<file path="config.mk">
export PLATFORM = sky130hd
export DESIGN_NAME = mm_row_buffer_flat
export DESIGN_NICKNAME = d
export VERILOG_FILES = /design/src/hdl/mm_pkg.sv /design/src/hdl/mm_ifs.sv /design/src/hdl/mm_row_buffer.sv /design/src/flat_wrapper.sv
export VERILOG_INCLUDE_DIRS = /design/src /design/src/hdl
export SDC_FILE = /design/constraint.sdc
export NUM_CORES = 1
export LEC_CHECK = 0
export BUFFER_PORTS_ARGS = -buffer_cell sky130_fd_sc_hd__buf_2
export CORE_ASPECT_RATIO = 0.75
export CORE_UTILIZATION = 35
export CTS_BUF_LIST = sky130_fd_sc_hd__clkbuf_4 sky130_fd_sc_hd__clkbuf_8
export DETAILED_ROUTE_END_ITERATION = 16
export PLACE_DENSITY_LB_ADDON = 0.3
export SLEW_MARGIN = 10
export SYNTH_ARGS = -nofsm -noshare
export SYNTH_HDL_FRONTEND = slang
export SYNTH_SLANG_ARGS = --single-unit
</file>
<file path="constraint.sdc">
create_clock -name clk -period 3.2 [get_ports clk]
set_clock_uncertainty 0.15 [all_clocks]
set_input_delay 0.48 -clock clk [delete_from_list [all_inputs] [get_ports clk]]
set_output_delay 0.48 -clock clk [all_outputs]
set_load 0.005 [all_outputs]
</file>
<file path="src/hdl/mm_params.svh">
// matrix-multiply accelerator parameters
// sizes, widths and register offsets shared by the RTL and the testbench
`ifndef MM_PARAMS_SVH
`define MM_PARAMS_SVH

// matrix geometry
`define MM_N            4
`define MM_ELEM_W       16
`define MM_ACC_W        32

// axi master
`define MM_AXI_AW       32
`define MM_AXI_DW       32
`define MM_BURST_LEN    16

// register port, word offsets
`define MM_REG_AW       3
`define MM_REG_A_ADDR   0
`define MM_REG_B_ADDR   1
`define MM_REG_C_ADDR   2
`define MM_REG_CTRL     3
`define MM_REG_STATUS   4

`endif

</file>
<file path="src/hdl/mm_pkg.sv">
// matrix-multiply accelerator types
// element, buffer row, accumulator matrix and DMA FSM state
`include "mm_params.svh"

package mm_pkg;

    // one matrix element, sign-extended on the bus
    typedef logic signed [`MM_ELEM_W-1:0] elem_t;

    // one buffer word
    // column of A or row of B, lane i is element i
    typedef elem_t [`MM_N-1:0] elem_row_t;

    // accumulator, wraps at 32 bits
    typedef logic signed [`MM_ACC_W-1:0] acc_t;

    // full product, indexed [row][col]
    typedef acc_t [`MM_N-1:0][`MM_N-1:0] acc_mat_t;

    // DMA engine FSM
    typedef enum logic [2:0] {
        IDLE,
        RD_ADDR,
        RD_DATA,
        COMPUTE,
        WR_ADDR,
        WR_DATA,
        WR_RESP
    } dma_state_t;

endpackage

</file>
<file path="src/hdl/mm_ifs.sv">
// internal interfaces of the matrix-multiply accelerator
// cfg_if carries addresses and start/done between the registers and the DMA engine,
// buf_wr_if carries one buffer write port from the DMA engine
`timescale 1ns/1ps
`include "mm_params.svh"


interface buf_wr_if;
    logic                            wr_en;
    logic [$clog2(`MM_N)-1:0]        wr_addr;
    // one bit per element lane
    logic [`MM_N-1:0]                lane_en;
    // same layout as one elem_row_t
    logic [`MM_N*`MM_ELEM_W-1:0]     wr_data;

    modport src (
        output wr_en, wr_addr, lane_en, wr_data
    );

    modport sink (
        input  wr_en, wr_addr, lane_en, wr_data
    );
endinterface

</file>
<file path="src/hdl/mm_row_buffer.sv">
// element-row buffer
// four words, lane-wise write enable, registered read
`timescale 1ns/1ps
`include "mm_params.svh"

module mm_row_buffer
    import mm_pkg::*;
(
    input  logic                     clk,
    buf_wr_if.sink                   wr,
    input  logic [$clog2(`MM_N)-1:0] rd_addr_i,
    output elem_row_t                rd_data_o
);

    elem_row_t mem [`MM_N];
    elem_row_t wr_row;

    // view the write bus as element lanes
    assign wr_row = wr.wr_data;

    always_ff @(posedge clk) begin
        // only enabled lanes change
        if (wr.wr_en) begin
            for (int l = 0; l < `MM_N; l++) begin
                if (wr.lane_en[l]) begin
                    mem[wr.wr_addr][l] <= wr_row[l];
                end
            end
        end
        // data one cycle after the address
        rd_data_o <= mem[rd_addr_i];
    end

endmodule

</file>
<file path="src/flat_wrapper.sv">
// flat-port wrapper written by rule: the top's interface ports become plain ports
module mm_row_buffer_flat import mm_pkg::*;
  (clk, rd_addr_i, rd_data_o, wr_wr_en, wr_wr_addr, wr_lane_en, wr_wr_data);
  buf_wr_if wr_i ();
  input  logic clk;
  input  logic [$clog2(`MM_N)-1:0] rd_addr_i;
  output elem_row_t rd_data_o;
  input wire logic [$bits(wr_i.wr_en)-1:0] wr_wr_en;
  input wire logic [$bits(wr_i.wr_addr)-1:0] wr_wr_addr;
  input wire logic [$bits(wr_i.lane_en)-1:0] wr_lane_en;
  input wire logic [$bits(wr_i.wr_data)-1:0] wr_wr_data;
  assign wr_i.wr_en = wr_wr_en;
  assign wr_i.wr_addr = wr_wr_addr;
  assign wr_i.lane_en = wr_lane_en;
  assign wr_i.wr_data = wr_wr_data;
  mm_row_buffer u_core (.clk(clk), .wr(wr_i), .rd_addr_i(rd_addr_i), .rd_data_o(rd_data_o));
endmodule
</file>
* Word-level counts from Yosys, hierarchy flattened
Memory sizes are Yosys's and may differ from the RTL's. A register that Yosys moved wholly into a read port is not among the register bits.
Index checks and enable logic that the tools add are counted.
** Word-level totals
- Bits in writable memories :: 256
- Logic and storage cells :: 13
- Input bits :: 74
- Bits in registers :: 0
- Memories :: 1
- Output and inout bits :: 64
** Memory list
- u_core.mem :: words 4, width 64, read ports 1, clocked after Yosys merged registers in 1, wr ports 1, line mm_row_buffer.sv:15 : elem_row_t mem [`MM_N];
** Operators by class
- Mux-type cells :: 12
** Operators by type and width (number)
- $mux 1 :: 12

* Logic depth before layout (Yosys ltp)
- Depth after elaboration :: 3
- Gate-level depth with buffers :: 3
- Mapped depth without buffers :: 1

* Worst setup path before layout
No wires, ideal clock.
- Path type :: input-to-reg
- From :: input port wr_lane_en[0]
- To :: memory u_core.mem[0][0] (netlist name) (enable)
- Data arrival time :: 2136 ps
- Stages :: 1
- Buffers on the path :: 0
- Slack :: 483 ps
- Data required time :: 2619 ps
- Library setup time :: 431 ps
- Cell sequence :: nor4bb_1
** Between the ends
- Longest elaborated chain between the ends :: 3
** Ends and longest elaborated chain
- from (decl) :: line flat_wrapper.sv:10 : input wire logic [$bits(wr_i.lane_en)-1:0] wr_lane_en;
- $mux 1 :: line mm_row_buffer.sv:25 : if (wr.lane_en[l]) begin
- $mux 1 :: line mm_row_buffer.sv:23 : if (wr.wr_en) begin
- $mux 1 (not written as such) :: line mm_row_buffer.sv:26 : mem[wr.wr_addr][l] <= wr_row[l];
- to (decl) :: line mm_row_buffer.sv:15
Every way passes these cells.

* Worst setup path after layout
- From :: register u_core.rd_data_o[17] (netlist name), read port of u_core.mem
- To :: output port rd_data_o[17] (netlist name)
** RTL lines
- from (decl) :: line mm_row_buffer.sv:12 : output elem_row_t rd_data_o
- to (decl) :: line flat_wrapper.sv:7 : output elem_row_t rd_data_o;
No word-level cell between the ends.

==> impl_metrics.csv <==
group,metric,value,unit
outcome,status,"completed",
synth,syn_nets,491,
routing,dr.first_iter.drc_count,205,
routing,via_per_inst,4.541,
synth,ys_seq_area_share,83.37,%
synth,synth.area.mux_share,13.54,%
floorplanning,core,0.03021,mm2
synth,ys.flop_type,"edfxtp_1",
hold_path,hold_path_startpoint,"rd_addr_i[0]",
floorplanning,die_area,0.03145,mm2
critical_path,path_depth,1,
critical_path,worstPathMaxFanout,1,
floorplanning,row_count,55,
timing,slew_headroom,33.39,%
clock_tree,clock_latency,0.56,ns
power_and_ir_drop,power.density,632.6,mW/mm2
timing,worst_pin_slew,0.9991,ns
clock_tree,path_clk_slew,0.06,ns
synth,synth_cell_type_count,12,
synth,synth_cells,417,
routing,final_antenna_net_count,0,
synth,yosysMostFrequentCell,"edfxtp_1",
placed_design,place_congestion,0.6795,
layout,multiInputGateArea,0.001672,mm2
critical_path,rrSetupSlack,2.05,ns
critical_path,cp_top_family,"flip-flops",
floorplanning,die_x,204.4,um
synth,syn_area,0.01076,mm2
timing,hold_violations,0,
timing,whs,0.3143,ns
critical_path,required,2.57,ns
clock_tree,numCtsBuffers,51,
clock_tree,root_buffer,"clkbuf_8",
layout,fillers,2555,
synth,synth-edff-count,256,
synth,synthTopCellsByArea,"edfxtp_1 71%, mux4_2 13%, dfxtp_1 12%, buf_12 1.1%, mux4_1 0.98%",
global_routing,grt_pass1_wl,30860,um
placed_design,port_buffers,137,
placed_design,dp_hpwl,11710,um
critical_path,worstPathArrival,1.06,ns
synth,synth_compound_area_share,0,%
layout,nNetsFinal,743,
synth,synth-async-reset-ratio,0,%
clock_tree,cts_tree,"built",
power_and_ir_drop,p_leak,4.845,nW
synth,synth_top_area_share,71.46,%
critical_path,r2r_end,"u_core.rd_data_o[0]",
timing,timing.fmax,0.5903,GHz
floorplanning,io_pins,138,
routing,drt-total-wl,20360,um
routing,firstDrtPassIters,4,
critical_path,crit_chain,"buf_2",
timing,fin_crit_sh,52.94,%
critical_path,worstReg2RegStart,"u_core.mem[2][0]",
synth,synth_xor_area_share,0,%
routing,wl_per_cell,18.35,um
timing,finalSetupViolations,0,
clock_tree,cts.repair.resized,0,
synth,synthTopCellsByCount,"256 x edfxtp_1, 64 x dfxtp_1, 60 x mux4_2",
timing,min_period,1.694,ns
clock_tree,cts_sinks,320,
critical_path,slowest_delay,0.37,ns
layout,antenna_cells,0,
synth,yosys.area_share.simple,1.442,%
critical_path,crit_buf_inv,1,
critical_path,cp_slowest_cell,"dfxtp_1",
timing,fin_ws,1.506,ns
power_and_ir_drop,ir_worst_vdd,362.6,uV
clock_tree,cts_setup_buffers,0,
routing,vias,5041,
critical_path,start_kind,"flop",
layout,area_delta_synth_final,26.81,%
synth,synthAdderAreaFrac,0,%
synth,synth_top_family_by_area,"multiplexers",
floorplanning,fp.dieH,153.8,um
critical_path,critPathCapture,"rd_data_o[17]",
clock_tree,clockBufferDepth,3,
critical_path,reg2regPathDepth,1,
global_routing,grt_max_degree,65,
synth,ys_ff_latch,320,
layout,drive_gt1_share,42.19,%
global_routing,antenna_found_initial,1,
power_and_ir_drop,total_power,8.630,mW
critical_path,startpoint,"u_core.rd_data_o[17]",
hold_path,hold_class,"in2reg",
placed_design,preCtsSetupSlack,1.006,ns
hold_path,min_path_cells,2,
timing,drv_slew,0,
critical_path,path_class,"reg2out",
clock_tree,cts_max_level,2,
synth,synth_area_per_cell,25.80,um2
flow_run,cap_viol_max_count,0,
critical_path,crit_path_end_kind,"output port",
floorplanning,initial_core_util,35.61,%
synth,yosysWarnings,0,
synth,synth_area_leader_cell,"edfxtp_1",
routing,drc,0,
global_routing,grt_pass1_vias,5582,
global_routing,grt_overflow,0,
timing,rsz0062_at_grt,"no",
layout,seq_area,0.008969,mm2
timing,setup_tns,0,ns
global_routing,grt.total_usage,13.19,%
metrics by stage:
step           cells  area [um2]  utilization [%]
5_1_grt         1110       13640            45.16
2_1_floorplan    417       10760                -
3_5_place_dp     951       11960            39.57
3_3_place_gp     951       11960            39.57
4_1_cts         1110       13640            45.16
6_report        1110       13640            45.16
cells in the final DEF, fill, tap and decap left out:
master,netlist,final
and4b_1,8,8
buf_12,6,1
nor4bb_4,0,4
edfxtp_1,256,256
clkinv_1,0,11
buf_4,0,16
bufinv_16,0,1
mux4_1,4,4
clkbuf_4,0,15
dlygate4sd3_1,0,64
dfxtp_1,64,64
clkbuf_8,0,59
mux4_2,60,60
buf_2,6,135
and4_1,4,4
clkinvlp_4,0,2
clkinv_2,0,7
how the worst min path moves through the flow:
stage | slack [ns] | endpoint
after CTS | 0.28 | u_core.rd_data_o[35]
final | 0.31 | u_core.rd_data_o[35]
after floorplan | 0.37 | u_core.rd_data_o[0]
after global placement | 0.37 | u_core.rd_data_o[1]
after global routing | 0.31 | u_core.rd_data_o[35]
after detailed placement | 0.38 | u_core.rd_data_o[1]
logic make-up (layout without fill, tap and decap cells):
group,count (synthesis),count (layout)
multiplexers,64,64
AND/OR/NAND/NOR,16,16
buffers and inverters,17,311
flip-flops,320,320
flip-flops by register name, indices dropped and copies added, names as in the netlist:
| register | count |
|---|---|
| u_core.rd_data_o | 64 |
| u_core.mem | 256 |
power by group:
group          internal, mW  total [mW]  switching, mW  leakage (nW)
Sequential             4.67        4.72         0.0456          2.87
Combinational         0.244       0.445          0.201          1.43
Clock                  1.94        3.47           1.53         0.552
Total                  6.85        8.63           1.78          4.84
area by class of cell:
class                      instances  area share (%)
clock buffer                      74           6.778
clock inverter                    21          0.8897
multi-input combinational         80           12.25
sequential                       320           65.74
tap                              399           3.660
timing repair buffer             216           10.68
routing by layer:
metal  GRT usage [%]  vias to the layer above  wire (um)
met5               0                        -          0
met4           5.686                        0        466
met3           3.667                       39       1039
met2           21.60                      137      10040
met1           16.41                     2589       8821
li1                -                     2276          -
what timing repair did:
item | CTS | global route
hold buffers | 64 | 0
endpoints found under the hold margin | 256 | 0
setup endpoints to repair | 0 | 0
No activity file was read; power rests on OpenSTA's default activity.
