File: config.mk
export PLATFORM = sky130hd
export DESIGN_NAME = mm_cfg_regs_flat
export DESIGN_NICKNAME = d
export VERILOG_FILES = /design/src/hdl/mm_ifs.sv /design/src/hdl/mm_cfg_regs.sv /design/src/flat_wrapper.sv
export VERILOG_INCLUDE_DIRS = /design/src /design/src/hdl
export SDC_FILE = /design/constraint.sdc
export NUM_CORES = 1
export LEC_CHECK = 0
export ABC_AREA = 1
export BUFFER_PORTS_ARGS = -buffer_cell sky130_fd_sc_hd__clkbuf_2
export CAP_MARGIN = 10
export CELL_PAD_IN_SITES_DETAIL_PLACEMENT = 1
export CELL_PAD_IN_SITES_GLOBAL_PLACEMENT = 1
export CORE_AREA = 2 2 120 122
export DETAILED_ROUTE_END_ITERATION = 8
export DIE_AREA = 0 0 122 124
export PLACE_DENSITY_LB_ADDON = 0.12
export RECOVER_POWER = 25
export SETUP_SLACK_MARGIN = 0.05
export SKIP_LAST_GASP = 1
export SLEW_MARGIN = 30
export SYNTH_ARGS = -nofsm -noshare
export SYNTH_HDL_FRONTEND = slang
export SYNTH_SLANG_ARGS = --single-unit
File: constraint.sdc
create_clock -name clk -period 1.55 [get_ports clk]
set_input_delay 0 -clock clk [delete_from_list [all_inputs] [get_ports clk]]
set_output_delay 0 -clock clk [all_outputs]
set_load 0.02 [all_outputs]
File: src/hdl/mm_params.svh
// matrix-multiply accelerator parameters
// sizes, widths and register offsets shared by the RTL and the testbench
`ifndef MM_PARAMS_SVH
`define MM_PARAMS_SVH

// matrix geometry
`define MM_N            4
`define MM_ELEM_W       16
`define MM_ACC_W        32

// axi master
`define MM_AXI_AW       32
`define MM_AXI_DW       32
`define MM_BURST_LEN    16

// register port, word offsets
`define MM_REG_AW       3
`define MM_REG_A_ADDR   0
`define MM_REG_B_ADDR   1
`define MM_REG_C_ADDR   2
`define MM_REG_CTRL     3
`define MM_REG_STATUS   4

`endif

File: src/hdl/mm_ifs.sv
// internal interfaces of the matrix-multiply accelerator
// cfg_if carries addresses and start/done between the registers and the DMA engine,
// buf_wr_if carries one buffer write port from the DMA engine
`timescale 1ns/1ps
`include "mm_params.svh"

interface cfg_if;
    // base addresses, held by the register block
    logic [`MM_AXI_AW-1:0] a_addr;
    logic [`MM_AXI_AW-1:0] b_addr;
    logic [`MM_AXI_AW-1:0] c_addr;
    // one-cycle pulses
    logic                  start;
    logic                  done;

    modport regs (
        output a_addr, b_addr, c_addr, start,
        input  done
    );

    modport dma (
        input  a_addr, b_addr, c_addr, start,
        output done
    );
endinterface


File: src/hdl/mm_cfg_regs.sv
// software register block of the matrix-multiply accelerator
// base addresses, start control and busy/done status
`timescale 1ns/1ps
`include "mm_params.svh"

module mm_cfg_regs (
    input  logic                  clk,
    input  logic                  rst_n,
    input  logic                  reg_we_i,
    input  logic [`MM_REG_AW-1:0] reg_addr_i,
    input  logic [31:0]           reg_wdata_i,
    output logic [31:0]           reg_rdata_o,
    cfg_if.regs                   cfg
);

    logic [`MM_AXI_AW-1:0] a_addr_q;
    logic [`MM_AXI_AW-1:0] b_addr_q;
    logic [`MM_AXI_AW-1:0] c_addr_q;
    logic                  start_q;
    logic                  busy_q;
    logic                  done_sticky_q;
    logic                  go;

    // start request, dropped while a run is active or a start is pending
    assign go = reg_we_i && (reg_addr_i == `MM_REG_CTRL) && reg_wdata_i[0]
                && !busy_q && !start_q;

    always_ff @(posedge clk) begin
        if (!rst_n) begin
            a_addr_q      <= '0;
            b_addr_q      <= '0;
            c_addr_q      <= '0;
            start_q       <= 1'b0;
            busy_q        <= 1'b0;
            done_sticky_q <= 1'b0;
        end else begin
            // address writes
            if (reg_we_i && (reg_addr_i == `MM_REG_A_ADDR)) begin
                a_addr_q <= reg_wdata_i;
            end
            if (reg_we_i && (reg_addr_i == `MM_REG_B_ADDR)) begin
                b_addr_q <= reg_wdata_i;
            end
            if (reg_we_i && (reg_addr_i == `MM_REG_C_ADDR)) begin
                c_addr_q <= reg_wdata_i;
            end

            // one-cycle start pulse
            start_q <= go;

            // busy from start until done
            if (start_q) begin
                busy_q <= 1'b1;
            end else if (cfg.done) begin
                busy_q <= 1'b0;
            end

            // sticky done, cleared by the next start
            if (cfg.done) begin
                done_sticky_q <= 1'b1;
            end else if (start_q) begin
                done_sticky_q <= 1'b0;
            end
        end
    end

    // read mux, unmapped and CTRL read zero
    always_comb begin
        case (reg_addr_i)
            `MM_REG_A_ADDR: reg_rdata_o = a_addr_q;
            `MM_REG_B_ADDR: reg_rdata_o = b_addr_q;
            `MM_REG_C_ADDR: reg_rdata_o = c_addr_q;
            `MM_REG_STATUS: reg_rdata_o = {30'b0, done_sticky_q, busy_q};
            default:        reg_rdata_o = 32'b0;
        endcase
    end

    assign cfg.a_addr = a_addr_q;
    assign cfg.b_addr = b_addr_q;
    assign cfg.c_addr = c_addr_q;
    assign cfg.start  = start_q;

endmodule

File: src/flat_wrapper.sv
// flat-port wrapper written by rule: the top's interface ports become plain ports
module mm_cfg_regs_flat 
  (clk, rst_n, reg_we_i, reg_addr_i, reg_wdata_i, reg_rdata_o, cfg_a_addr, cfg_b_addr, cfg_c_addr, cfg_start, cfg_done);
  cfg_if cfg_i ();
  input  logic clk;
  input  logic rst_n;
  input  logic reg_we_i;
  input  logic [`MM_REG_AW-1:0] reg_addr_i;
  input  logic [31:0] reg_wdata_i;
  output logic [31:0] reg_rdata_o;
  output wire logic [$bits(cfg_i.a_addr)-1:0] cfg_a_addr;
  output wire logic [$bits(cfg_i.b_addr)-1:0] cfg_b_addr;
  output wire logic [$bits(cfg_i.c_addr)-1:0] cfg_c_addr;
  output wire logic [$bits(cfg_i.start)-1:0] cfg_start;
  input wire logic [$bits(cfg_i.done)-1:0] cfg_done;
  assign cfg_a_addr = cfg_i.a_addr;
  assign cfg_b_addr = cfg_i.b_addr;
  assign cfg_c_addr = cfg_i.c_addr;
  assign cfg_start = cfg_i.start;
  assign cfg_i.done = cfg_done;
  mm_cfg_regs u_core (.clk(clk), .rst_n(rst_n), .reg_we_i(reg_we_i), .reg_addr_i(reg_addr_i), .reg_wdata_i(reg_wdata_i), .reg_rdata_o(reg_rdata_o), .cfg(cfg_i));
endmodule
# Word-level counts from Yosys, hierarchy flattened
# Index checks and enable logic that the tools add are counted.
dict set report totals {
  word_cells 26
  output_inout_bits 129
  in_bits 39
  register_bits 99
}
dict set report op_classes {
  muxes 5
  n_reduce_logical 11
  n_eq_ne 4
}
# op count
set ops {}
lappend ops {{32-bit case mux with 4 select lines} 1}
lappend ops {{1-bit logical AND} 7}
lappend ops {{3-bit by 2-bit equality test with 1-bit output (second input constant)} 2}
lappend ops {{1-bit 2-to-1 mux} 4}
lappend ops {{3-bit by 1-bit equality test with 1-bit output (second input constant)} 1}
lappend ops {{3-bit equality test (second input constant)} 1}
lappend ops {{3-bit zero test} 1}
lappend ops {{1-bit zero test} 2}
lappend ops {{2-bit nonzero test} 1}

# Longest topological paths before layout
dict set report logic_depth {
  word_depth 5
  mapped_depth 7
  mapped_depth_nobuf 6
}

# Worst setup path before layout
# No wires, ideal clock.
dict set report synth_path {
  path_kind {input to register}
  startpoint {input reg_we_i}
  endpoint {register u_core.a_addr_q[10] (netlist: u_core.cfg.a_addr[10])}
  t_arrival_ns 0.680
  setup_time_ns 0.115
  path_buffers 3
  required_ns 1.435
  cell_stages 7
  slack_ns 0.755
  cell_sequence {buf_4 -> inv_2 -> nor2_4 -> buf_6 -> buf_4 -> a21oi_1 -> nor2_1}
}
dict set report synth_via {
  elab_chain_len 1
}
# element line_no
set synth_lines {}
lappend synth_lines {{from (decl)} flat_wrapper.sv:7} ;# input logic reg_we_i;
lappend synth_lines {{1-bit logical AND} mm_cfg_regs.sv:38} ;# if (reg_we_i && (reg_addr_i == `MM_REG_A_ADDR)) begin
lappend synth_lines {{to (signal assigned)} mm_cfg_regs.sv:39} ;# a_addr_q <= reg_wdata_i;
lappend synth_lines {{to (decl)} mm_cfg_regs.sv:16} ;# logic [`MM_AXI_AW-1:0] a_addr_q;
# Every way passes these cells.
# A chain may end at the register's enable or synchronous reset.

# Worst setup path in the final report
dict set report layout_path {
  startpoint {input reg_addr_i[1]}
  endpoint {output reg_rdata_o[0]}
}
dict set report layout_via {
  elab_chain_len 2
  word_cells_on_any_way 5
  classes_between {eq/ne (3); mux (1); reduce/logical (1)}
}
# element line_no
set layout_lines {}
lappend layout_lines {{from (decl)} flat_wrapper.sv:8} ;# input logic [`MM_REG_AW-1:0] reg_addr_i;
lappend layout_lines {{3-bit equality test, or another cell as far along} mm_cfg_regs.sv:69} ;# case (reg_addr_i)
lappend layout_lines {{32-bit case mux with 4 select lines (*)} mm_cfg_regs.sv:69}
lappend layout_lines {{to (decl)} flat_wrapper.sv:10} ;# output logic [31:0] reg_rdata_o;
# Every way passes the cells marked *; elsewhere a longest branch is shown, timed or not.

==> summary.md <==
| Metric | Value |
|---|---|
| Status | complete, no violations |
| Max Cap Viol | 0 |
| CP peak stage delay | 390 ps |
| RSZ-0062 raised after global routing | no |
| Pre-CTS WS | 260.5 ps |
| Crit path time final | 1299 ps |
| Clock Latency Late Sink | 350 ps |
| Clock Sinks | 99 |
| Max-slew violation count | 0 |
| DIE AREA | 15130 um2 |
| Vias per inst | 4.916 |
| Hpwl dp | 11.97 mm |
| Placed Cells | 1109 |
| Drt wl/cell | 15.42 um |
| Core Area | 13720 um2 |
| Largest net degree at the start of global routing | 51 |
| Max clock buf depth | 2 |
| Synth-to-Final Area Change | 25.00% |
| Ports | 168 |
| Routed Antenna Nets | 0 |
| Tot Pwr | 5.860 mW |
| Netlist cell types | 19 |
| H-tree depth | 3 |
| VDD IR max | 0.4321 mV |
| Die Ht | 124 um |
| Warnings from Yosys | 0 |
| CTS resizes | 0 |
| Die width | 122 um |
| Layout cells sized above 1 | 21.10% |
| Critical path class | in -> out |
| Final std cells w/o fill | 1128 |
| Req. time, crit path | 1550 ps |
| Peak Freq | 769.8 MHz |
| Post-CTS Hold Buffers | 3 |
| Final GP Congestion | 0.7690 |
| Final setup violation count | 0 |
| Seq cells post-synth | 99 |
| Final period utilization | 83.81% |
| Crit-path max FO | 34 |
| Num rows | 43 |
| Critical Path Sink Type | output port |
| Drt first pass iters | 4 |
| Adder-cell share of the synthesized area | 0% |
| Total GRT Usage | 23.22% |
| Vias in the first global route | 5599 |
| Post-Route WL | 17.39 mm |
| Initial antenna violation count | 0 |
| Synth Cell Area | 5040 um2 |
| Syn Area/Cell | 6.300 um2 |
| GRT Residual Overflow | 0 |
| Largest family of logic cells by synthesized area | simple AND/OR/NAND/NOR gates |
| Class of the worst hold path | in -> reg |
| Setup slack after layout | 251.0 ps |
| Seq/Total Area, Yosys | 39.32% |
| Slew at the pin closest to its max-slew limit | 528.7 ps |
| Diode count | 0 |
| Setup bufs post-CTS | 0 |
| Number of DRC violations after detailed-routing iteration 0 | 265 |
| Compound-Gate Fraction of Synth Area | 3.426% |
| Simple-gate share of the synthesized area | 42.75% |
| CP startpoint kind | primary input |
| Relative slew slack | 64.75% |
| Syn Inst Count | 800 |
| Total CTS buffers | 9 |
| Root Buffer | clkbuf_16 |
| Setup_tns | 0 ps |
| Hold Vio Cnt, Final | 0 |
| Pwr Density | 930.2 nW/um2 |
| Slowest cell on the critical path | buf_4 |
| Final nets | 982 |
| Port Buffers | 167 |
| Initial Util | 36.74% |
| Syn_nets | 839 |
| CTS clk-pin slew, worst paths | 60 ps |
| First-pass GRT wire length | 27.84 mm |
| Remaining DRCs | 0 |
| Most frequent cells in the layout | nand2_1 (227), clkbuf_2 (157), nor2_1 (133) |
| Mux cell area share after synthesis | 0% |
| DR vias | 5545 |
| Arr. time, crit path | 1300 ps |
| Leak | 3.217 nW |
| Post-Synth XOR/XNOR Area | 0% |
| Clock skew | 0.1956 ps |
| Commonest non-fill, non-tap cell in the layout | nand2_1 |
| CP Cell Sequence | clkbuf_2, nor2_1, buf_4, nand3_1, nand2_1, inv_1, nand2_1, clkbuf_2 |
| CTS tree | done |
| Final hold slack | 12.38 ps |
through the flow:
stage | util, % | area (um2)
after detailed placement | 43.89 | 6021
after global placement | 43.89 | 6021
after global routing | 45.92 | 6300
final | 45.92 | 6300
after floorplan | - | 5040
after CTS | 46.24 | 6344
cell type report:
type                       count  area (um2)
clock buffer                  15       287.8
clock inverter                 1       5.005
fill                        1929        7420
inverter                     106       397.9
multi-input combinational    536        2318
sequential                    99        1982
tap                          180       225.2
timing repair buffer         191        1084
power breakdown:
part / total (mW) / internal [mW] / leakage (nW) / switching, mW
Combinational: 0.894 / 0.284 / 2.27 / 0.611
Sequential: 2.71 / 2.63 / 0.805 / 0.0790
Clock: 2.25 / 1.27 / 0.146 / 0.987
Total: 5.86 / 4.18 / 3.22 / 1.68
cell families after synthesis:
kind of cell | Yosys count
AOI/OAI and AO/OA | 34
DFF | 99
buffers and inverters | 165
and+or+nand+nor | 502
per-layer routing:
layer | vias to the layer above | global-route usage [%] | part of all wire [%]
met3 | 20 | 3.022 | 4.4
met2 | 131 | 40.75 | 49
li1 | 2743 | - | -
met5 | - | 0 | 0
met1 | 2651 | 29.31 | 45
met4 | 0 | 8.118 | 1.8
cells in the mapped netlist:
master,number,area [um2]
nand2_1,227,852.1
nor2_1,132,495.5
inv_1,103,386.6
nand3_1,102,510.5
dfxtp_1,99,1982
a21oi_1,33,165.2
nand4_1,33,206.5
buf_2,32,160.2
buf_4,11,82.58
buf_1,9,33.78
buf_6,4,45.04
clkbuf_1,3,11.26
inv_2,3,11.26
nor2_4,3,33.78
nor3_2,2,20.02
a211oi_1,1,7.510
nand3_2,1,10.01
nor2_2,1,6.260
nor2_8,1,20.02
sequential cells by signal, summed over array words and instances (netlist names):
signal                flops
u_core.busy_q             1
u_core.cfg.start          1
u_core.done_sticky_q      1
u_core.cfg.b_addr        32
u_core.cfg.c_addr        32
u_core.cfg.a_addr        32
final timing paths:
path                             start               endpoint  slack [ps]  depth (start not counted)
setup / recovery         reg_addr_i[1]         reg_rdata_o[0]         250                          8
hold / removal         reg_wdata_i[25]  u_core.cfg.a_addr[25]          10                          5
setup reg to reg      u_core.cfg.start          u_core.busy_q         820                          2
hold reg to reg   u_core.done_sticky_q   u_core.done_sticky_q         500                          2
critical path, delay by kind of cell:
| family | cells | cell delay, ps |
|---|---|---|
| AND/OR/NAND/NOR | 4 | 490 |
| buffers and inverters | 4 | 790 |
(Power assumes the default switching activity.)
