$ cat config.mk
export PLATFORM = sky130hd
export DESIGN_NAME = mm_dma_engine_flat
export DESIGN_NICKNAME = d
export VERILOG_FILES = /design/src/hdl/mm_pkg.sv /design/src/hdl/mm_ifs.sv /design/src/hdl/mm_dma_engine.sv /design/src/flat_wrapper.sv
export VERILOG_INCLUDE_DIRS = /design/src /design/src/hdl
export SDC_FILE = /design/constraint.sdc
export NUM_CORES = 1
export LEC_CHECK = 0
export BUFFER_PORTS_ARGS = -buffer_cell sky130_fd_sc_hd__buf_2
export CORE_AREA = 2 2 359 361
export CTS_CLUSTER_SIZE = 20
export DETAILED_ROUTE_END_ITERATION = 10
export DIE_AREA = 0 0 361 363
export GPL_ROUTABILITY_DRIVEN = 0
export PLACE_DENSITY_LB_ADDON = 0.12
export SKIP_LAST_GASP = 1
export SLEW_MARGIN = 30
export SYNTH_ARGS = -nofsm -noshare
export SYNTH_HDL_FRONTEND = slang
export SYNTH_SLANG_ARGS = --single-unit
$ cat constraint.sdc
create_clock -name clk -period 2.5 [get_ports clk]
set_clock_uncertainty 0.2 [all_clocks]
set_input_delay 0.625 -clock clk [delete_from_list [all_inputs] [get_ports clk]]
set_output_delay 0.625 -clock clk [all_outputs]
set_load 0.005 [all_outputs]
$ cat src/hdl/mm_params.svh
// matrix-multiply accelerator parameters
// sizes, widths and register offsets shared by the RTL and the testbench
`ifndef MM_PARAMS_SVH
`define MM_PARAMS_SVH

// matrix geometry
`define MM_N            4
`define MM_ELEM_W       16
`define MM_ACC_W        32

// axi master
`define MM_AXI_AW       32
`define MM_AXI_DW       32
`define MM_BURST_LEN    16

// register port, word offsets
`define MM_REG_AW       3
`define MM_REG_A_ADDR   0
`define MM_REG_B_ADDR   1
`define MM_REG_C_ADDR   2
`define MM_REG_CTRL     3
`define MM_REG_STATUS   4

`endif

$ cat src/hdl/mm_pkg.sv
// matrix-multiply accelerator types
// element, buffer row, accumulator matrix and DMA FSM state
`include "mm_params.svh"

package mm_pkg;

    // one matrix element, sign-extended on the bus
    typedef logic signed [`MM_ELEM_W-1:0] elem_t;

    // one buffer word
    // column of A or row of B, lane i is element i
    typedef elem_t [`MM_N-1:0] elem_row_t;

    // accumulator, wraps at 32 bits
    typedef logic signed [`MM_ACC_W-1:0] acc_t;

    // full product, indexed [row][col]
    typedef acc_t [`MM_N-1:0][`MM_N-1:0] acc_mat_t;

    // DMA engine FSM
    typedef enum logic [2:0] {
        IDLE,
        RD_ADDR,
        RD_DATA,
        COMPUTE,
        WR_ADDR,
        WR_DATA,
        WR_RESP
    } dma_state_t;

endpackage

$ cat src/hdl/mm_ifs.sv
// internal interfaces of the matrix-multiply accelerator
// cfg_if carries addresses and start/done between the registers and the DMA engine,
// buf_wr_if carries one buffer write port from the DMA engine
`timescale 1ns/1ps
`include "mm_params.svh"

interface cfg_if;
    // base addresses, held by the register block
    logic [`MM_AXI_AW-1:0] a_addr;
    logic [`MM_AXI_AW-1:0] b_addr;
    logic [`MM_AXI_AW-1:0] c_addr;
    // one-cycle pulses
    logic                  start;
    logic                  done;

    modport regs (
        output a_addr, b_addr, c_addr, start,
        input  done
    );

    modport dma (
        input  a_addr, b_addr, c_addr, start,
        output done
    );
endinterface

interface buf_wr_if;
    logic                            wr_en;
    logic [$clog2(`MM_N)-1:0]        wr_addr;
    // one bit per element lane
    logic [`MM_N-1:0]                lane_en;
    // same layout as one elem_row_t
    logic [`MM_N*`MM_ELEM_W-1:0]     wr_data;

    modport src (
        output wr_en, wr_addr, lane_en, wr_data
    );

    modport sink (
        input  wr_en, wr_addr, lane_en, wr_data
    );
endinterface

$ cat src/hdl/mm_dma_engine.sv
// DMA engine of the matrix-multiply accelerator
// reads A then B as 16-beat AXI bursts into the buffers, starts the MAC array,
// then writes the 4x4 product back as one 16-beat burst
`timescale 1ns/1ps
`include "mm_params.svh"

module mm_dma_engine
    import mm_pkg::*;
(
    input  logic                  clk,
    input  logic                  rst_n,
    cfg_if.dma                    cfg,
    buf_wr_if.src                 buf_a,
    buf_wr_if.src                 buf_b,
    // MAC array control
    output logic                  mac_start_o,
    input  logic                  mac_done_i,
    input  acc_mat_t              acc_i,
    // AR channel
    output logic                  arvalid_o,
    input  logic                  arready_i,
    output logic [`MM_AXI_AW-1:0] araddr_o,
    output logic [7:0]            arlen_o,
    // R channel
    input  logic                  rvalid_i,
    output logic                  rready_o,
    input  logic [`MM_AXI_DW-1:0] rdata_i,
    input  logic                  rlast_i,
    // AW channel
    output logic                  awvalid_o,
    input  logic                  awready_i,
    output logic [`MM_AXI_AW-1:0] awaddr_o,
    output logic [7:0]            awlen_o,
    // W channel
    output logic                  wvalid_o,
    input  logic                  wready_i,
    output logic [`MM_AXI_DW-1:0] wdata_o,
    output logic                  wlast_o,
    // B channel
    input  logic                  bvalid_i,
    output logic                  bready_o
);

    dma_state_t state_q;
    // read beats 0..31, bit 4 selects B; write beats 0..15
    logic [4:0] beat_q;
    logic       done_q;
    logic       mac_start_q;

    logic       ar_hs;
    logic       r_hs;
    logic       aw_hs;
    logic       w_hs;
    logic       b_hs;
    logic [3:0] n;
    elem_t      r_elem;

    assign ar_hs = arvalid_o && arready_i;
    assign r_hs  = rvalid_i && rready_o;
    assign aw_hs = awvalid_o && awready_i;
    assign w_hs  = wvalid_o && wready_i;
    assign b_hs  = bvalid_i && bready_o;

    // beat index within the current burst
    assign n = beat_q[3:0];

    // low half of the sign-extended beat
    assign r_elem = rdata_i[`MM_ELEM_W-1:0];

    always_ff @(posedge clk) begin
        if (!rst_n) begin
            state_q     <= IDLE;
            beat_q      <= '0;
            done_q      <= 1'b0;
            mac_start_q <= 1'b0;
        end else begin
            done_q      <= 1'b0;
            mac_start_q <= 1'b0;
            case (state_q)
                IDLE: begin
                    if (cfg.start) begin
                        beat_q  <= '0;
                        state_q <= RD_ADDR;
                    end
                end
                RD_ADDR: begin
                    if (ar_hs) begin
                        state_q <= RD_DATA;
                    end
                end
                RD_DATA: begin
                    if (r_hs) begin
                        beat_q <= beat_q + 5'd1;
                        if (rlast_i) begin
                            // second burst done, hand over to the array
                            if (beat_q[4]) begin
                                mac_start_q <= 1'b1;
                                state_q     <= COMPUTE;
                            end else begin
                                state_q <= RD_ADDR;
                            end
                        end
                    end
                end
                COMPUTE: begin
                    if (mac_done_i) begin
                        state_q <= WR_ADDR;
                    end
                end
                WR_ADDR: begin
                    if (aw_hs) begin
                        beat_q  <= '0;
                        state_q <= WR_DATA;
                    end
                end
                WR_DATA: begin
                    if (w_hs) begin
                        beat_q <= beat_q + 5'd1;
                        if (wlast_o) begin
                            state_q <= WR_RESP;
                        end
                    end
                end
                WR_RESP: begin
                    if (b_hs) begin
                        done_q  <= 1'b1;
                        state_q <= IDLE;
                    end
                end
                default: begin
                    state_q <= IDLE;
                end
            endcase
        end
    end

    // channel strobes straight from the state, so they hold until the handshake
    assign arvalid_o = (state_q == RD_ADDR);
    assign araddr_o  = beat_q[4] ? cfg.b_addr : cfg.a_addr;
    assign arlen_o   = 8'(`MM_BURST_LEN - 1);
    assign rready_o  = (state_q == RD_DATA);

    assign awvalid_o = (state_q == WR_ADDR);
    assign awaddr_o  = cfg.c_addr;
    assign awlen_o   = 8'(`MM_BURST_LEN - 1);

    // beat n is acc row n/4, column n%4
    assign wvalid_o  = (state_q == WR_DATA);
    assign wdata_o   = acc_i[n[3:2]][n[1:0]];
    assign wlast_o   = (n == 4'(`MM_BURST_LEN - 1));

    assign bready_o  = (state_q == WR_RESP);

    // A goes column-wise: word n%4, lane n/4
    assign buf_a.wr_en   = r_hs && !beat_q[4];
    assign buf_a.wr_addr = n[1:0];
    assign buf_a.lane_en = `MM_N'(1) << n[3:2];
    assign buf_a.wr_data = {`MM_N{r_elem}};

    // B goes row-wise: word n/4, lane n%4
    assign buf_b.wr_en   = r_hs && beat_q[4];
    assign buf_b.wr_addr = n[3:2];
    assign buf_b.lane_en = `MM_N'(1) << n[1:0];
    assign buf_b.wr_data = {`MM_N{r_elem}};

    assign mac_start_o = mac_start_q;
    assign cfg.done    = done_q;

endmodule

$ cat src/flat_wrapper.sv
// flat-port wrapper written by rule: the top's interface ports become plain ports
module mm_dma_engine_flat import mm_pkg::*;
  (clk, rst_n, mac_start_o, mac_done_i, acc_i, arvalid_o, arready_i, araddr_o, arlen_o, rvalid_i, rready_o, rdata_i, rlast_i, awvalid_o, awready_i, awaddr_o, awlen_o, wvalid_o, wready_i, wdata_o, wlast_o, bvalid_i, bready_o, cfg_a_addr, cfg_b_addr, cfg_c_addr, cfg_start, cfg_done, buf_a_wr_en, buf_a_wr_addr, buf_a_lane_en, buf_a_wr_data, buf_b_wr_en, buf_b_wr_addr, buf_b_lane_en, buf_b_wr_data);
  cfg_if cfg_i ();
  buf_wr_if buf_a_i ();
  buf_wr_if buf_b_i ();
  input  logic clk;
  input  logic rst_n;
  output logic mac_start_o;
  input  logic mac_done_i;
  input  acc_mat_t acc_i;
  output logic arvalid_o;
  input  logic arready_i;
  output logic [`MM_AXI_AW-1:0] araddr_o;
  output logic [7:0] arlen_o;
  input  logic rvalid_i;
  output logic rready_o;
  input  logic [`MM_AXI_DW-1:0] rdata_i;
  input  logic rlast_i;
  output logic awvalid_o;
  input  logic awready_i;
  output logic [`MM_AXI_AW-1:0] awaddr_o;
  output logic [7:0] awlen_o;
  output logic wvalid_o;
  input  logic wready_i;
  output logic [`MM_AXI_DW-1:0] wdata_o;
  output logic wlast_o;
  input  logic bvalid_i;
  output logic bready_o;
  input wire logic [$bits(cfg_i.a_addr)-1:0] cfg_a_addr;
  input wire logic [$bits(cfg_i.b_addr)-1:0] cfg_b_addr;
  input wire logic [$bits(cfg_i.c_addr)-1:0] cfg_c_addr;
  input wire logic [$bits(cfg_i.start)-1:0] cfg_start;
  output wire logic [$bits(cfg_i.done)-1:0] cfg_done;
  output wire logic [$bits(buf_a_i.wr_en)-1:0] buf_a_wr_en;
  output wire logic [$bits(buf_a_i.wr_addr)-1:0] buf_a_wr_addr;
  output wire logic [$bits(buf_a_i.lane_en)-1:0] buf_a_lane_en;
  output wire logic [$bits(buf_a_i.wr_data)-1:0] buf_a_wr_data;
  output wire logic [$bits(buf_b_i.wr_en)-1:0] buf_b_wr_en;
  output wire logic [$bits(buf_b_i.wr_addr)-1:0] buf_b_wr_addr;
  output wire logic [$bits(buf_b_i.lane_en)-1:0] buf_b_lane_en;
  output wire logic [$bits(buf_b_i.wr_data)-1:0] buf_b_wr_data;
  assign cfg_i.a_addr = cfg_a_addr;
  assign cfg_i.b_addr = cfg_b_addr;
  assign cfg_i.c_addr = cfg_c_addr;
  assign cfg_i.start = cfg_start;
  assign cfg_done = cfg_i.done;
  assign buf_a_wr_en = buf_a_i.wr_en;
  assign buf_a_wr_addr = buf_a_i.wr_addr;
  assign buf_a_lane_en = buf_a_i.lane_en;
  assign buf_a_wr_data = buf_a_i.wr_data;
  assign buf_b_wr_en = buf_b_i.wr_en;
  assign buf_b_wr_addr = buf_b_i.wr_addr;
  assign buf_b_lane_en = buf_b_i.lane_en;
  assign buf_b_wr_data = buf_b_i.wr_data;
  mm_dma_engine u_core (.clk(clk), .rst_n(rst_n), .cfg(cfg_i), .buf_a(buf_a_i), .buf_b(buf_b_i), .mac_start_o(mac_start_o), .mac_done_i(mac_done_i), .acc_i(acc_i), .arvalid_o(arvalid_o), .arready_i(arready_i), .araddr_o(araddr_o), .arlen_o(arlen_o), .rvalid_i(rvalid_i), .rready_o(rready_o), .rdata_i(rdata_i), .rlast_i(rlast_i), .awvalid_o(awvalid_o), .awready_i(awready_i), .awaddr_o(awaddr_o), .awlen_o(awlen_o), .wvalid_o(wvalid_o), .wready_i(wready_i), .wdata_o(wdata_o), .wlast_o(wlast_o), .bvalid_i(bvalid_i), .bready_o(bready_o));
endmodule
## After elaboration in Yosys (flattened, before gate mapping)

Index checks and enable logic that the tools add are counted.

| word-level totals | value |
|---|---|
| word-level logic and storage cells | 62 |
| output and inout port bits | 262 |
| bits in registers | 10 |
| bits of input ports | 650 |

| operators by class | value |
|---|---|
| reductions and logical operators | 14 |
| eq/ne operators | 16 |
| shifts and indexed selects | 2 |
| magnitude comparators | 2 |
| $add $sub $neg | 1 |
| multiplexer cells | 23 |

Operator list:

| cell | number |
|---|---|
| 128-bit binary-select mux with 2-bit select | 1 |
| 128-bit two-way mux | 1 |
| 32-bit binary-select mux with 2-bit select | 1 |
| 32-bit two-way mux | 2 |
| 3-bit two-way mux | 9 |
| 3-bit case mux with 7 select lines | 1 |
| 5-bit two-way mux | 4 |
| 5-bit case mux with 4 select lines | 1 |
| 2-bit inequality test (second input constant) | 9 |
| 3-bit equality test (second input constant) | 3 |
| 9-bit AND reduction | 1 |
| 1-bit by 2-bit left shift with 4-bit output (first input constant) | 2 |
| 1-bit logical AND | 7 |
| 3-bit by 2-bit equality test with 1-bit output (second input constant) | 2 |
| 2-bit by 3-bit less-than comparator with 1-bit output (second input constant) | 2 |
| 5-bit by 1-bit adder with 5-bit output (second input constant) | 1 |
| 5-bit AND reduction | 1 |
| 4-bit equality test (second input constant) | 1 |
| 4-bit AND reduction | 1 |
| 4-bit nonzero test | 1 |
| 3-bit by 1-bit equality test with 1-bit output (second input constant) | 1 |
| 3-bit logical NOT | 1 |
| 1-bit two-way mux | 2 |
| 2-bit two-way mux | 1 |
| 2 further kinds | 2 |

## Logic depth before layout (Yosys ltp)

Gate-level depths: netlist of the first run.

| depth | value |
|---|---|
| depth after elaboration | 4 |
| depth in mapped cells | 6 |
| mapped depth without buffers | 5 |

## Worst setup path before layout of the first run

Ideal clock, no wire load.

| timing | value |
|---|---|
| path kind | reg2out |
| start point | register u_core.beat_q[2] |
| end point | output wdata_o[10] |
| cell stages (with the launch flop) | 5 |
| path buffers | 2 |
| path slack | -0.023 ns |
| data required time | 1.675 ns |
| arrival | 1.698 ns |
| path through | dfxtp_1 -> buf_6 -> buf_6 -> mux4_1 -> mux4_2 |

| on the way | value |
|---|---|
| word-level cells in the longest chain between the ends | 4 |

RTL lines:

| what | line | text |
|---|---|---|
| start, declared | mm_dma_engine.sv:46 | `logic [4:0] beat_q;` |
| start signal, assigned | mm_dma_engine.sv:93 | `beat_q <= beat_q + 5'd1;` |
| start signal, assigned | mm_dma_engine.sv:118 | `beat_q <= beat_q + 5'd1;` |
| 128-bit binary-select mux with 2-bit select | mm_dma_engine.sv:149 | `assign wdata_o = acc_i[n[3:2]][n[1:0]];` |
| 128-bit two-way mux (not written as such) | mm_dma_engine.sv:149 |  |
| 32-bit binary-select mux with 2-bit select | mm_dma_engine.sv:149 |  |
| 32-bit two-way mux (not written as such) | mm_dma_engine.sv:149 |  |
| end, declared | flat_wrapper.sv:26 | `` output logic [`MM_AXI_DW-1:0] wdata_o; `` |

No other way between the ends. The select of a mux whose other input is x is not followed.

## Final worst setup path of the first run

| timing | value |
|---|---|
| start point | register u_core.beat_q[2] |
| end point | output wdata_o[27] |

The elaborated chain is that of the path after synthesis.

==> key figures, run 1 <==
Run status
  – Status: complete, but fails checks
  – Failing checks: setup timing

Global routing
  – GRT Total Usage: 7.689%
  – Grt total ovfl: 0
  – Met3 Usage GRT: 2.625%
  – Vias in the first global route: 7,915
  – Largest net degree at the start of global routing: 39
  – Global-route track usage on met1: 8.860%
  – First-pass GRT wire length: 69,120 µm
  – Global Route met2 Usage: 13.70%
  – Layer with the highest usage: met2
  – Initial antenna violation count: 53

Clocking
  – CTS tree: done
  – Worst-Skew Late Latency: 250 ps
  – H-tree levels: 1
  – Num CTS Buffers: 3
  – Num Clock Sinks: 10
  – Root Driver: clkbuf_16
  – Clock tree buffer depth: 2
  – Clk slew on worst S/H paths: 50 ps

Timing
  – Slew Limit Fails: 0
  – Endpoints failing setup: 32
  – Min cycle time layout: 3169 ps
  – Normalized max-slew margin: 61.86%
  – Fmax achieved: 0.3156 GHz
  – Unrepaired setup endpoints after global routing: yes
  – Period utilization: 126.8%
  – Fin Hold WS: 367.2 ps
  – Final setup TNS: -19,890 ps
  – Final setup margin: -669.0 ps
  – Final hold viol count: 0
  – Worst Tran Pin Value: 572.1 ps

Power and ir drop
  – Switching Power: 0.7388 mW
  – Sequential share of power: 11.8%
  – Pwr Density: 168.5 mW/mm²
  – Peak VDD IR: 0.0001610 V
  – Switching share of power: 39.01%
  – Lkg Pwr: 4.561 nW
  – Clk pwr share: 16.8%
  – Internal: 1.155 mW
  – Gate power share: 71.4%

Synthesis
  – Flops & latches, synth: 10
  – FFs w/ async S/R, synth: 0%
  – Netlist cell types: 40
  – Top_reg_cell synth: dfxtp_1
  – Syn Inst Count: 497
  – Sequential fraction of the synthesis area: 3.039%
  – Mapped Area: 0.006588 mm²
  – Number of enable flip-flop cells after synthesis: 0
  – YS warnings: 0
  – Avg Cell Area, Syn: 13.25 µm²

Place
  – Port Buffers: 671
  – Placed cells: 2,669
  – Placed wire-length estimate: 48,500 µm
  – Cell area after placement: 0.01102 mm²

Final layout
  – Non-Filler Instances: 2,696
  – Commonest non-fill, non-tap cell in the layout: buf_2
  – Layout cells sized above 1: 88.14%
  – FILL cells: 14,820
  – Syn-to-layout area delta: 70.62%
  – Layout Cell Area excl Fill: 0.01124 mm²
  – Most frequent cells in the layout: buf_2, mux4_2, mux4_1, mux2_2, buf_4
  – Nets: 1,675

Detailed routing
  – Remaining DRCs: 0
  – Vias per cell: 2.588
  – ANT nets after route: 0
  – Vias: 6,978
  – First drt pass iteration count: 4
  – DR iter-0 viols: 272
  – Total Routed Length: 53,620 µm
  – DR WL/cell: 19.89 µm

Floorplan
  – Die Footprint: 0.1310 mm²
  – Initial Util: 5.186%
  – Die X: 361 µm
  – Core Area: 0.1270 mm²
  – DIE HEIGHT: 363 µm
  – Rows: 131
  – I/O Pins: 912

Worst setup path
  – CP Capture Type: output port
  – Worst Path Required: 1670 ps
  – Crit-path max FO: 7
  – Critical path startpoint category: register
  – CP Data Arrival Time: 2340 ps
  – Worst Setup Path Type: reg2out

Min path
  – Min-Delay Path Class: reg2reg

Job
  – Max-cap check violation count: 0
==> Yosys cell counts (2+ instances only) <==
cell	instances	area share, %
buf_4	181	21
mux4_1	75	30
buf_8	4	0.91
conb_1	2	0.11
nor2b_1	2	0.19
and3_1	3	0.28
clkbuf_1	18	1.0
buf_2	11	0.84
a22o_1	2	0.27
ha_1	4	0.76
mux2i_1	3	0.46
inv_1	6	0.34
nand3b_1	2	0.23
o22ai_1	2	0.19
dfxtp_1	10	3.0
mux4_2	85	29
nor4b_1	2	0.27
nand3_1	2	0.15
nor2_1	7	0.40
nor4_1	3	0.28
nand2_1	8	0.46
a211o_1	4	0.53
mux2_2	35	6.0
buf_6	10	1.7
==> per-layer routing <==
metal	wire length, µm	vias to the layer above
met5	132	-
met4	693	22
met3	5042	74
met2	26870	515
met1	20880	3441
li1	-	2926
==> final timing paths <==
path,startpoint,end,slack (ps),depth (start not counted)
setup / recovery,u_core.beat_q[2]$_SDFFE_PN0P_,wdata_o[27],-670,6
hold / removal,u_core.state_q[2]$_SDFFE_PN0P_,u_core.state_q[2]$_SDFFE_PN0P_,370,2
setup reg to reg,u_core.state_q[1]$_SDFFE_PN0P_,u_core.beat_q[0]$_SDFFE_PN0P_,300,4
hold reg to reg,u_core.state_q[2]$_SDFFE_PN0P_,u_core.state_q[2]$_SDFFE_PN0P_,370,2
==> power by group through the flow <==
stage          clock [mW]  combinational, mW  sequential [mW]
2_1_floorplan           0              0.737            0.187
3_3_place_gp            0               1.36            0.231
3_5_place_dp            0               1.36            0.229
4_1_cts             0.342               1.39            0.225
5_1_grt             0.341               1.47            0.231
6_report            0.319               1.35            0.224
==> critical path, stage by stage (launching register included) <==
cell	delay (ps)
dfxtp_4	420
buf_12	180
buf_12	160
buf_12	140
mux4_2	520
mux4_2	480
buf_2	150
==> per-stage QoR <==
stage               setup WS (ps)  power (mW)  util, %
global route               -741.7       2.040    8.840
global placement           -536.2       1.595    8.676
finish                     -669.0       1.894    8.848
CTS                        -733.0       1.958    8.836
detailed placement         -540.9       1.591    8.676
floorplan                  -14.18      0.9235        -
==> cell type report <==
class | count | area (µm²) | area share, %
Antenna cell | 14 | 35.03 | 0.3117
Inverter | 7 | 27.53 | 0.2449
Timing Repair Buffer | 730 | 4187 | 37.25
Multi-Input combinational cell | 269 | 4621 | 41.11
Clock inverter | 1 | 3.754 | 0.03340
Clock buffer | 3 | 75.07 | 0.6679
Tap cell | 1662 | 2079 | 18.50
Sequential cell | 10 | 211.5 | 1.881
==> registers in the layout (all words and copies together) (netlist names) <==
register            cells
u_core.beat_q           5
u_core.cfg.done         1
u_core.mac_start_o      1
u_core.state_q          3
==> cell families (layout without fill, tap and decap cells) <==
family | count (synthesis) | in the layout | share of synthesized area (%)
buffers and inverters | 232 | 741 | 25.56
multiplexers | 198 | 198 | 65.41
AND/OR/NAND/NOR | 38 | 38 | 3.533
AO/OA/AOI/OAI | 13 | 13 | 1.576
flip-flops | 10 | 10 | 3.039
adder cells (fa/ha/maj) | 4 | 4 | 0.7598
other | 2 | 30 | 0.1140
==> what timing repair did <==
item,in CTS,in global routing
setup endpoints to repair,32,32
gates resized for setup,42,29
cloned,1,0
hold buffers,0,0
hold endpoints to repair,0,0
buffers inserted,7,3
Power figures use the tool's default switching activity.
==> run 2: changes to the inputs <==
Settings changed: CTS_BUF_LIST from default to sky130_fd_sc_hd__clkbuf_8, RECOVER_POWER from default to 50.
==> key figures, run 2 (synthesis results as in run 1) <==
Worst setup path
  – Reg2Reg Depth: 4
  – CP Capture Type: output port
  – Critical path startpoint category: register
  – CP Data Arrival Time: 2360 ps
  – Worst Path Required: 1670 ps
  – Internal reg-to-reg setup slack: 300 ps
  – Worst setup path endpoint: wdata_o[27]
  – Worst Setup Path Type: reg2out
  – Setup crit start: u_core.beat_q[2]$_SDFFE_PN0P_
  – R2R Path End: u_core.beat_q[0]$_SDFFE_PN0P_
  – Reg-to-reg critical path startpoint: u_core.state_q[1]$_SDFFE_PN0P_
  – Crit-path max FO: 7

Run status
  – Status: complete, but fails checks
  – Failing checks: setup timing

Final layout
  – Largest registers: u_core.beat_q (5), u_core.state_q (3)
  – Non-Filler Instances: 2,696
  – Syn-to-layout area delta: 70.10%
  – Largest register FFs: 5
  – Layout cells sized above 1: 88.14%
  – Nets: 1,675
  – Layout Cell Area excl Fill: 0.01121 mm²
  – Most frequent cells in the layout: buf_2, mux4_2, mux4_1, mux2_2, buf_4
  – Commonest non-fill, non-tap cell in the layout: buf_2
  – Largest Register: u_core.beat_q

Timing
  – Final setup margin: -684.3 ps
  – Min cycle time layout: 3184 ps
  – Worst Tran Pin Value: 571.3 ps
  – Final hold viol count: 0
  – Period utilization: 127.4%
  – Slew Limit Fails: 0
  – Normalized max-slew margin: 61.92%
  – Endpoints failing setup: 32
  – Fmax achieved: 0.3140 GHz
  – Unrepaired setup endpoints after global routing: yes

Floorplan
  – Rows: 131
  – Initial Util: 5.186%
  – Die Footprint: 0.1310 mm²
  – Die X: 361 µm
  – DIE HEIGHT: 363 µm
  – I/O Pins: 912
  – Core Area: 0.1270 mm²

Job
  – Max-cap check violation count: 0

Clocking
  – Clock tree buffer depth: 2
  – Root Driver: clkbuf_8
  – Num CTS Buffers: 3
  – Clk slew on worst S/H paths: 60 ps
  – H-tree levels: 1
  – Worst-Skew Late Latency: 260 ps
  – Num Clock Sinks: 10
  – Hold Buf Count CTS: 0
  – CTS tree: done

Power and ir drop
  – Switching share of power: 40.95%
  – Sequential share of power: 12.5%
  – Internal: 1.052 mW
  – Peak VDD IR: 0.0001106 V
  – Pwr Density: 159.0 mW/mm²
  – Clk pwr share: 11.6%
  – Gate power share: 75.9%
  – Switching Power: 0.7294 mW
  – Lkg Pwr: 4.546 nW

Place
  – Cell area after placement: 0.01102 mm²
  – Pre-CTS setup slack: -540.9 ps
  – Port Buffers: 671
  – Placed wire-length estimate: 48,500 µm
  – Placed cells: 2,669

Detailed routing
  – First drt pass iteration count: 4
  – Vias per cell: 2.586
  – Total Routed Length: 53,600 µm
  – Vias: 6,971
  – DR WL/cell: 19.88 µm
  – ANT nets after route: 0
  – Remaining DRCs: 0
  – DR iter-0 viols: 283

Global routing
  – Initial antenna violation count: 53
  – First-pass GRT wire length: 69,120 µm
  – Vias in the first global route: 7,919
  – Grt total ovfl: 0
  – GRT Total Usage: 7.687%
  – Largest net degree at the start of global routing: 39

Min path
  – Min-Delay Path Class: reg2reg
==> run 2: stage by stage <==
| step | hold WS (ps) | TNS, ps | util (%) | total power [mW] |
|---|---|---|---|---|
| floorplan | 368.9 | -389.3 | - | 0.9235 |
| CTS | 381.9 | -22590 | 8.810 | 1.845 |
| detailed placement | 369.3 | -13450 | 8.676 | 1.591 |
| global route | 405.1 | -22900 | 8.814 | 1.925 |
| global placement | 372.1 | -13340 | 8.676 | 1.595 |
| finish | 367.9 | -20330 | 8.821 | 1.781 |
==> run 2: area by class of cell <==
| cell class | instances | area (µm²) |
|---|---|---|
| repair buffers | 730 | 4187 |
| clock buffers | 3 | 41.29 |
| fillers | 14820 | 115800 |
| multi-input cells | 269 | 4621 |
| inverters | 7 | 27.53 |
| diodes | 14 | 35.03 |
| well taps | 1662 | 2079 |
| clock inverters | 1 | 3.754 |
| flip-flops and latches | 10 | 211.5 |
==> run 2: worst max-delay path, cell delays in order, from the launching register on <==
cell and delay (ps):
dfxtp_4 420, buf_12 180, buf_12 160, buf_12 140, mux4_2 520, mux4_2 480
buf_2 150
==> run 2: how the worst min path moves through the flow <==
| stage | depth (start not counted) | start | slack, ps | to |
|---|---|---|---|---|
| after floorplan | 1 | u_core.beat_q[1]$_SDFFE_PN0P_ | 370 | u_core.beat_q[1]$_SDFFE_PN0P_ |
| after global placement | 2 | u_core.state_q[2]$_SDFFE_PN0P_ | 370 | u_core.state_q[2]$_SDFFE_PN0P_ |
| after detailed placement | 2 | u_core.state_q[2]$_SDFFE_PN0P_ | 370 | u_core.state_q[2]$_SDFFE_PN0P_ |
| after CTS | 2 | u_core.state_q[2]$_SDFFE_PN0P_ | 380 | u_core.state_q[2]$_SDFFE_PN0P_ |
| after global routing | 2 | u_core.state_q[2]$_SDFFE_PN0P_ | 410 | u_core.state_q[2]$_SDFFE_PN0P_ |
| final | 2 | u_core.state_q[2]$_SDFFE_PN0P_ | 370 | u_core.state_q[2]$_SDFFE_PN0P_ |
==> run 2: timing repair <==
item / in CTS / in global routing
pin swaps: 0 / 0
resized for setup: 42 / 29
setup buffers: 7 / 3
cloned: 1 / 0
endpoints found under the setup margin: 32 / 32
==> run 2: layer usage <==
metal	up-vias	global-route usage (%)	share of wire (%)
li1	2924	-	-
met1	3432	8.857	39
met2	519	13.70	50
met3	74	2.625	9.5
met4	22	1.460	1.3
met5	-	0.6173	0.25
==> run 2: power by group through the flow <==
stage | Combinational, mW | Sequential (mW) | Clock [mW]
2_1_floorplan | 0.737 | 0.187 | 0
3_3_place_gp | 1.36 | 0.231 | 0
4_1_cts | 1.39 | 0.224 | 0.229
6_report | 1.35 | 0.223 | 0.206
3_5_place_dp | 1.36 | 0.229 | 0
5_1_grt | 1.47 | 0.231 | 0.226
==> run 3: changes to the inputs <==
Settings changed: CAP_MARGIN from default to 25, CELL_PAD_IN_SITES_DETAIL_PLACEMENT from default to 1, CELL_PAD_IN_SITES_GLOBAL_PLACEMENT from default to 1, CORE_AREA 2 2 359 361 to 2 2 350 352, DIE_AREA 0 0 361 363 to 0 0 352 354.
==> key figures, run 3 (synthesis results as in run 1) <==
Power and ir drop
  – Pwr Density: 154.0 mW/mm²
  – Switching Power: 0.6744 mW
  – Switching share of power: 39.26%
  – Internal: 1.044 mW
  – Clk pwr share: 10.6%
  – Sequential share of power: 13.6%
  – Tot Pwr: 1.718 mW
  – Gate power share: 75.8%
  – Lkg Pwr: 4.590 nW
  – Peak VDD IR: 0.0001109 V

Place
  – Pre-CTS setup slack: -641.4 ps
  – Placed wire-length estimate: 45,090 µm
  – Port Buffers: 671
  – Placed cells: 2,621

Floorplan
  – Die Footprint: 0.1246 mm²
  – DIE HEIGHT: 354 µm
  – I/O Pins: 912
  – Die X: 352 µm
  – Initial Util: 5.448%
  – Core Area: 0.1209 mm²
  – Rows: 128

Clocking
  – Num CTS Buffers: 3
  – Clk slew on worst S/H paths: 60 ps
  – CTS tree: done
  – Hold Buf Count CTS: 0
  – Num Clock Sinks: 10
  – Clock tree buffer depth: 2
  – Worst-Skew Late Latency: 240 ps
  – H-tree levels: 1
  – Root Driver: clkbuf_8

Timing
  – Unrepaired setup endpoints after global routing: yes
  – Slew Limit Fails: 0
  – Min cycle time layout: 3127 ps
  – Final setup TNS: -17,950 ps
  – Normalized max-slew margin: 63.26%
  – Period utilization: 125.1%
  – Fmax achieved: 0.3198 GHz
  – Final setup margin: -626.8 ps
  – Endpoints failing setup: 32
  – Final hold viol count: 0
  – Worst Tran Pin Value: 547.4 ps

Run status
  – Status: complete, but fails checks
  – Failing checks: setup timing

Global routing
  – First-pass GRT wire length: 67,290 µm
  – GRT Total Usage: 7.691%
  – Initial antenna violation count: 30
  – Largest net degree at the start of global routing: 39
  – Grt total ovfl: 0
  – Vias in the first global route: 7,776

Worst setup path
  – CP max stage cell: mux4_1
  – Top delay family on crit path: multiplexers
  – Worst Setup Path Type: reg2out
  – CP Capture Type: output port
  – Worst Path Required: 1670 ps
  – Cell Chain, Critical Path: buf_12 > buf_12 > mux4_1 > mux4_2 > buf_2
  – CP bufs+invs: 3
  – Critical path startpoint category: register
  – CP Data Arrival Time: 2300 ps
  – Most frequent CP cell: buf_12
  – Max incr delay on CP: 630 ps
  – Crit-path max FO: 10

Min path
  – Min-Delay Path Class: reg2reg

Detailed routing
  – Total Routed Length: 50,560 µm
  – Vias per cell: 2.572
  – Vias: 6,813
  – ANT nets after route: 0
  – First drt pass iteration count: 5
  – DR WL/cell: 19.09 µm
  – Remaining DRCs: 0
  – DR iter-0 viols: 289

Final layout
  – Largest registers: u_core.beat_q (5), u_core.state_q (3)
  – Most frequent cells in the layout: buf_2, mux4_2, mux4_1, mux2_2, buf_4
  – Nets: 1,671
  – Syn-to-layout area delta: 69.34%
  – Largest register FFs: 5
  – Commonest non-fill, non-tap cell in the layout: buf_2
  – Layout cells sized above 1: 85.93%
  – Largest Register: u_core.beat_q
  – FILL cells: 14,370
  – Non-Filler Instances: 2,649

Job
  – Max-cap check violation count: 0
==> run 3: cell types whose count changed in the layout (fill, tap and decap cells not counted), sizes merged <==
cell,before,now
inv,6,8
clkinv,2,0
diode,14,8
buf,730,726
==> run 3: final cells by class <==
class,instances,area (µm²),share of cell area (%)
well taps,1625,2033,18.23
repair buffers,726,4109,36.83
flip-flops and latches,10,212.7,1.907
inverters,7,28.78,0.2580
multi-input cells,269,4707,42.19
clock buffers,3,41.29,0.3701
diodes,8,20.02,0.1795
clock inverters,1,3.754,0.03365
==> run 3: worst min-delay path: stages, from the launching register on <==
cell and delay, ps:
dfxtp_2 390, nand2_1 80, mux2i_1 60
==> run 3: through the flow <==
stage | cell area (µm²) | utilization, % | hold slack (ps)
6_report | 11160 | 9.226 | 380.6
5_1_grt | 11150 | 9.220 | 415.1
4_1_cts | 11040 | 9.129 | 439.8
3_5_place_dp | 10860 | 8.978 | 457.9
3_3_place_gp | 10860 | 8.978 | 481.5
2_1_floorplan | 6660 | - | 368.9
==> run 3: layer usage <==
metal	vias up	track usage (%)	routed length (µm)
met1	3319	8.614	18950
met5	-	0	158
met3	69	3.227	5452
li1	2934	-	-
met4	24	0.9957	600
met2	467	13.82	25400
==> run 3: what timing repair did <==
action	4_1_cts	5_1_grt
cloned	1	0
gates resized for setup	26	10
endpoints found under the setup margin	32	33
buffers inserted	9	7
==> run 3: final timing paths <==
path / start / endpoint / slack [ps] / depth (start not counted)
worst max-delay path: u_core.beat_q[2]$_SDFFE_PN0P_ / wdata_o[14] / -630 / 5
worst min register to register: u_core.state_q[0]$_SDFFE_PN0P_ / u_core.state_q[0]$_SDFFE_PN0P_ / 380 / 2
worst max register to register: u_core.beat_q[2]$_SDFFE_PN0P_ / u_core.state_q[0]$_SDFFE_PN0P_ / 280 / 9
worst min-delay path: u_core.state_q[0]$_SDFFE_PN0P_ / u_core.state_q[0]$_SDFFE_PN0P_ / 380 / 2
==> run 3: power by group through the flow <==
stage	registers (mW)	clock network, mW	logic [mW]
global placement	0.242	0	1.35
global route	0.240	0.198	1.44
detailed placement	0.238	0	1.34
finish	0.234	0.181	1.30
CTS	0.234	0.193	1.36
floorplan	0.187	0	0.737
